===== src/include/video_cfg.svh =====
`ifndef VIDEO_CFG_SVH
`define VIDEO_CFG_SVH

// ======================================================================
// Palette geometry
// ======================================================================

// Index from the line renderer selects one word inside a bank
`define PAL_INDEX_W 12

// Two banks switched by the palette-bank level
`define PAL_BANKS 2

// Palette word with the dark bit on top and then extra low bits and R G B
`define PAL_WORD_W 16

// ======================================================================
// Pixel timing
// ======================================================================

// 48 MHz master clock down to the 6 MHz dot rate
`define PIXEL_DIV 8

`endif

===== src/rtl/videoPkg.sv =====
`include "video_cfg.svh"

// Pixel side of the colour stage
package videoPkg;

	// ======================================================================
	// Palette word layout
	// ======================================================================
	//  bit 15      dark (one step down on every channel)
	//  bit 14      red extra low bit
	//  bit 13      green extra low bit
	//  bit 12      blue extra low bit
	//  bits 11..8  red
	//  bits 7..4   green
	//  bits 3..0   blue
	typedef logic [`PAL_WORD_W-1:0] palWord;

	// Final colour as sent to the video DAC
	typedef struct packed {
		logic [7:0] red;
		logic [7:0] green;
		logic [7:0] blue;
	} rgb888;

	// One pixel as handed over by the renderer
	typedef struct packed {
		logic [`PAL_INDEX_W-1:0] index;
		logic                    hBlank;
		logic                    vBlank;
	} pixelReq;

	// Registered output pixel with blanks kept aligned to the colour
	typedef struct packed {
		rgb888 color;
		logic  hBlank;
		logic  vBlank;
	} pixelOut;

endpackage


===== src/rtl/pixelOutput.sv =====
`timescale 1ns/1ns

module pixelOutput (
	input  logic             CLK_48M,
	input  logic             nRESET,
	input  logic             pixelCe,
	input  videoPkg::palWord palData,
	input  logic             blankH,
	input  logic             blankV,
	input  logic             shadow,
	input  logic             videoEn,
	output videoPkg::pixelOut pixOut
);

	import videoPkg::*;

	logic [7:0] redDec;
	logic [7:0] greenDec;
	logic [7:0] blueDec;
	rgb888      adjusted;

	// Shadow halves the level and disabled video blacks it out
	function automatic logic [7:0] shade(
		input logic [7:0] level,
		input logic       halve,
		input logic       enable
	);
		logic [7:0] result;
		result = halve ? {1'b0, level[7:1]} : level;
		return enable ? result : 8'd0;
	endfunction

	// ======================================================================
	// Per-channel decode with the dark bit shared by all three
	// ======================================================================
	colorDecode i_redDecode (
		.chanBits (palData[11:8]),
		.lowBit   (palData[14]),
		.dark     (palData[15]),
		.chan8    (redDec)
	);

	colorDecode i_greenDecode (
		.chanBits (palData[7:4]),
		.lowBit   (palData[13]),
		.dark     (palData[15]),
		.chan8    (greenDec)
	);

	colorDecode i_blueDecode (
		.chanBits (palData[3:0]),
		.lowBit   (palData[12]),
		.dark     (palData[15]),
		.chan8    (blueDec)
	);

	assign adjusted = '{
		red:   shade(redDec, shadow, videoEn),
		green: shade(greenDec, shadow, videoEn),
		blue:  shade(blueDec, shadow, videoEn)
	};

	// ======================================================================
	// Output register that updates once per dot
	// ======================================================================
	always_ff @(posedge CLK_48M) begin
		if (!nRESET) begin
			pixOut <= '0;
		end else if (pixelCe) begin
			pixOut <= '{color: adjusted, hBlank: blankH, vBlank: blankV};
		end
	end

endmodule


===== src/rtl/colorDecode.sv =====
`timescale 1ns/1ns

module colorDecode (
	input  logic [3:0] chanBits,
	input  logic       lowBit,
	input  logic       dark,
	output logic [7:0] chan8
);

	logic [5:0] level6;
	logic [6:0] darkened;
	logic [5:0] clamped;

	// Channel MSB is repeated below the extra bit, so full scale is all ones
	assign level6 = {chanBits, lowBit, chanBits[3]};

	// One guard bit on top catches the borrow from the dark step
	assign darkened = {1'b0, level6} - {6'd0, dark};

	// Below zero only happens for an all-zero level with dark set
	assign clamped = darkened[6] ? 6'd0 : darkened[5:0];

	// Bits 4 and 3 fill the two new LSBs so 6-bit white stays 8-bit white
	assign chan8 = {clamped, clamped[4:3]};

endmodule


===== config.mk =====
export PLATFORM = sky130hd
export DESIGN_NAME = pixelOutput
export DESIGN_NICKNAME = d
export VERILOG_FILES = /design/src/rtl/videoPkg.sv /design/src/rtl/pixelOutput.sv /design/src/rtl/colorDecode.sv
export VERILOG_INCLUDE_DIRS = /design/src /design/src/include
export SDC_FILE = /design/constraint.sdc
export NUM_CORES = 1
export LEC_CHECK = 0
export BUFFER_PORTS_ARGS = -buffer_cell sky130_fd_sc_hd__buf_2
export CAP_MARGIN = 20
export CORE_ASPECT_RATIO = 1.4
export CORE_MARGIN = 5
export CORE_UTILIZATION = 54
export DETAILED_ROUTE_END_ITERATION = 7
export PLACE_DENSITY = 0.85
export SLEW_MARGIN = 30
export SYNTH_ARGS = -nofsm -noshare
export SYNTH_HDL_FRONTEND = slang
export SYNTH_SLANG_ARGS = --single-unit

===== constraint.sdc =====
create_clock -name CLK_48M -period 2.61 [get_ports CLK_48M]
set_input_delay 0.522 -clock CLK_48M [delete_from_list [all_inputs] [get_ports CLK_48M]]
set_output_delay 0.522 -clock CLK_48M [all_outputs]
set_load 0.005 [all_outputs]

==> results.toml <==
[outcome]
status = "finished clean"

[timing]
tns_ns = 0
setup_slack_ns = 0.845
finClkSkew_ns = 0
min_period_ns = 1.76
timing.fmax_mhz = 567
rsz0062_at_grt = "false"
max_slew_margin = 0.623
report.final.setup_viol = 0
worstMarginPinSlew_ns = 0.563
finalCritPeriodShare = 0.676
final_hold_viol_count = 0
slew_violations = 0

[die]
core_area_um2 = 2620
die_area_um2 = 3860
initial_core_util = 0.559
fp.dieH_um = 71.6
die_w_um = 54.0
ios = 49
rows = 22

[yosys]
synth_top_family_by_area = "simple AND/OR/NAND/NOR gates"
synth_compound_area_frac = 0.185
yosys_warnings = 0
ys_ff_latch = 23
synthMuxAreaShare = 0.0684
synthCells = 165
synth_cell_types = 43
ys_async_sr_fraction = 0
synth_ff_type = "dfxtp_1"
synth_fa_ha_area_frac = 0.0513
synth_xor_area_frac = 0.0359
synthSimpleGateAreaFrac = 0.269
syn_nets = 194
syn_avg_cell_area_um2 = 8.86
ys_seq_area_frac = 0.315
synth-edff-count = 0
syn-cell-area_um2 = 1460

[route]
drt_iter0_markers = 24
drt_wl_total_mm = 3.11
vias = 1309
drc_errors = 0
detail_route.wl_per_cell_um = 12.8
ant_nets = 0
routed_via_density = 5.39
dr.pass1.iters = 4

[placement]
hpwl_mm = 2.50
routabilityCongestion = 0.871
place_inst = 239
pre_cts_ws_ns = 0.543
io_buffer_count = 48

[layout]
regMostFlops = "pixOut"
layout.cells.non_filler = 243
top_regs = "pixOut: 23 flops"
final_common_cell = "buf_2"
final.fill_count = 232
diodes = 0
regArea_um2 = 460
final_cell_mix = "48 x buf_2, 23 x dfxtp_1, 18 x nand2_1"
multi_input_area_um2 = 895
fin_nets = 237
drive_gt1_frac = 0.314
area_delta_synth_final_pct = 16.3
largest_reg_flops = 23

[clock_tree]
cts_hold_buf = 0
cts_resized = 0
cts_tree = "built"
clk_latency_ns = 0.30
clockRootBuffer = "clkbuf_4"
cts_sinks = 23
htree_levels = 1
numCtsBuffers = 3
path_clk_slew_ns = 0.12
cts_setup_buffers = 0
clk_path_buf_depth = 2

[pwr]
power_frac_comb = 0.221
seq_power_share = 0.546
vdd_ir_drop_max_mv = 0.258
p_int_w = 0.000497
power_density_nw_per_um2 = 405
p_leak_nw = 0.783
clockPowerShare = 0.233
p_sw_w = 0.000191
swShare = 0.278

[worst_hold_path]
hold_class = "register to register"

[worst_setup_path]
arrival_ns = 1.96
cp_common_cell = "ha_1"
max_stage_delay_ns = 0.29
path_delay_family = "adder cells"
cp_slowest_cell = "nor3b_2"
required_ns = 2.80
crit_path_max_fanout = 5
end_kind = "register"
cp_cell_sequence = "buf_2, inv_1, ha_1, ha_1, nor3b_2, mux2i_1, o21ai_0, o21bai_1"
path_buf_inv = 2
path_class = "primary input to register"
critPathLaunchType = "primary input"

[grt]
antenna_found_initial = 0
grt_pass1_wl_mm = 5.00
gr-total-overflow = 0
grt_pass1_vias = 1171
grt_max_degree = 19
grt.total_usage = 0.165

[job]
cap_violations = 0
kinds of logic after synthesis:
kind of cell,Yosys count
XOR/XNOR,6
AND/OR/NAND/NOR,62
adder cells (fa/ha/maj),6
buffers and inverters,19
AO/OA/AOI/OAI,39
multiplexers,10
flip-flops,23
power by group through the flow:
stage	sequential, W	combinational (W)	clock (W)
after detailed placement	0.000384	0.000151	0
after floorplan	0.000386	0.0000947	0
after global placement	0.000383	0.000149	0
final	0.000376	0.000152	0.000160
after global routing	0.000378	0.000170	0.000179
after CTS	0.000376	0.000152	0.000166
cells in the mapped netlist (all sizes together) (3+ instances only):
cell | n | area (um^2)
a21boi | 4 | 30.0
a21oi | 6 | 30.0
a31oi | 4 | 25.0
buf | 10 | 76.3
dfxtp | 23 | 460
ha | 6 | 75.1
inv | 9 | 33.8
mux2i | 10 | 100
nand2 | 18 | 67.6
nand2b | 5 | 31.3
nand3 | 3 | 27.5
nand4 | 3 | 25.0
nor2 | 11 | 43.8
nor2b | 8 | 50.1
nor3b | 7 | 88.8
o211ai | 4 | 30.0
o21ai | 6 | 30.0
xor2 | 4 | 35.0
worst min-delay path, delay by kind of cell, from the launching register on:
family,cells,cell delay [ns]
simple gates,2,0.09
flops,1,0.33
per-stage QoR:
step                cell area, um^2  hold slack [ns]  total power, W   util
floorplan                      1460            0.439        0.000480      -
global placement               1670            0.427        0.000532  0.639
detailed placement             1670            0.437        0.000535  0.639
CTS                            1700            0.456        0.000694  0.649
global route                   1700            0.492        0.000727  0.650
finish                         1700            0.452        0.000688  0.650
final cells by class:
class | instances | area share
multi-input cells | 123 | 0.526
flip-flops and latches | 23 | 0.271
repair buffers | 48 | 0.141
well taps | 36 | 0.0265
inverters | 9 | 0.0199
clock buffers | 4 | 0.0155
routing by layer:
layer / GRT usage / wire length (um) / vias to the layer above / share of wire
li1: - / - / 668 / -
met1: 0.207 / 1330 / 593 / 0.43
met2: 0.276 / 1510 / 40 / 0.49
met3: 0.0249 / 205 / 8 / 0.066
met4: 0.0609 / 58 / 0 / 0.019
met5: 0 / 0 / - / 0
final timing paths:
path / start / to / slack, ns / cells after the start
setup reg to reg: pixOut[13] / pixOut[13] / 1.82 / 3
setup / recovery: palData[7] / pixOut[15] / 0.85 / 8
hold / removal: pixOut[11] / pixOut[11] / 0.45 / 2
hold reg to reg: pixOut[11] / pixOut[11] / 0.45 / 2
No activity file was read; power rests on OpenSTA's default activity.
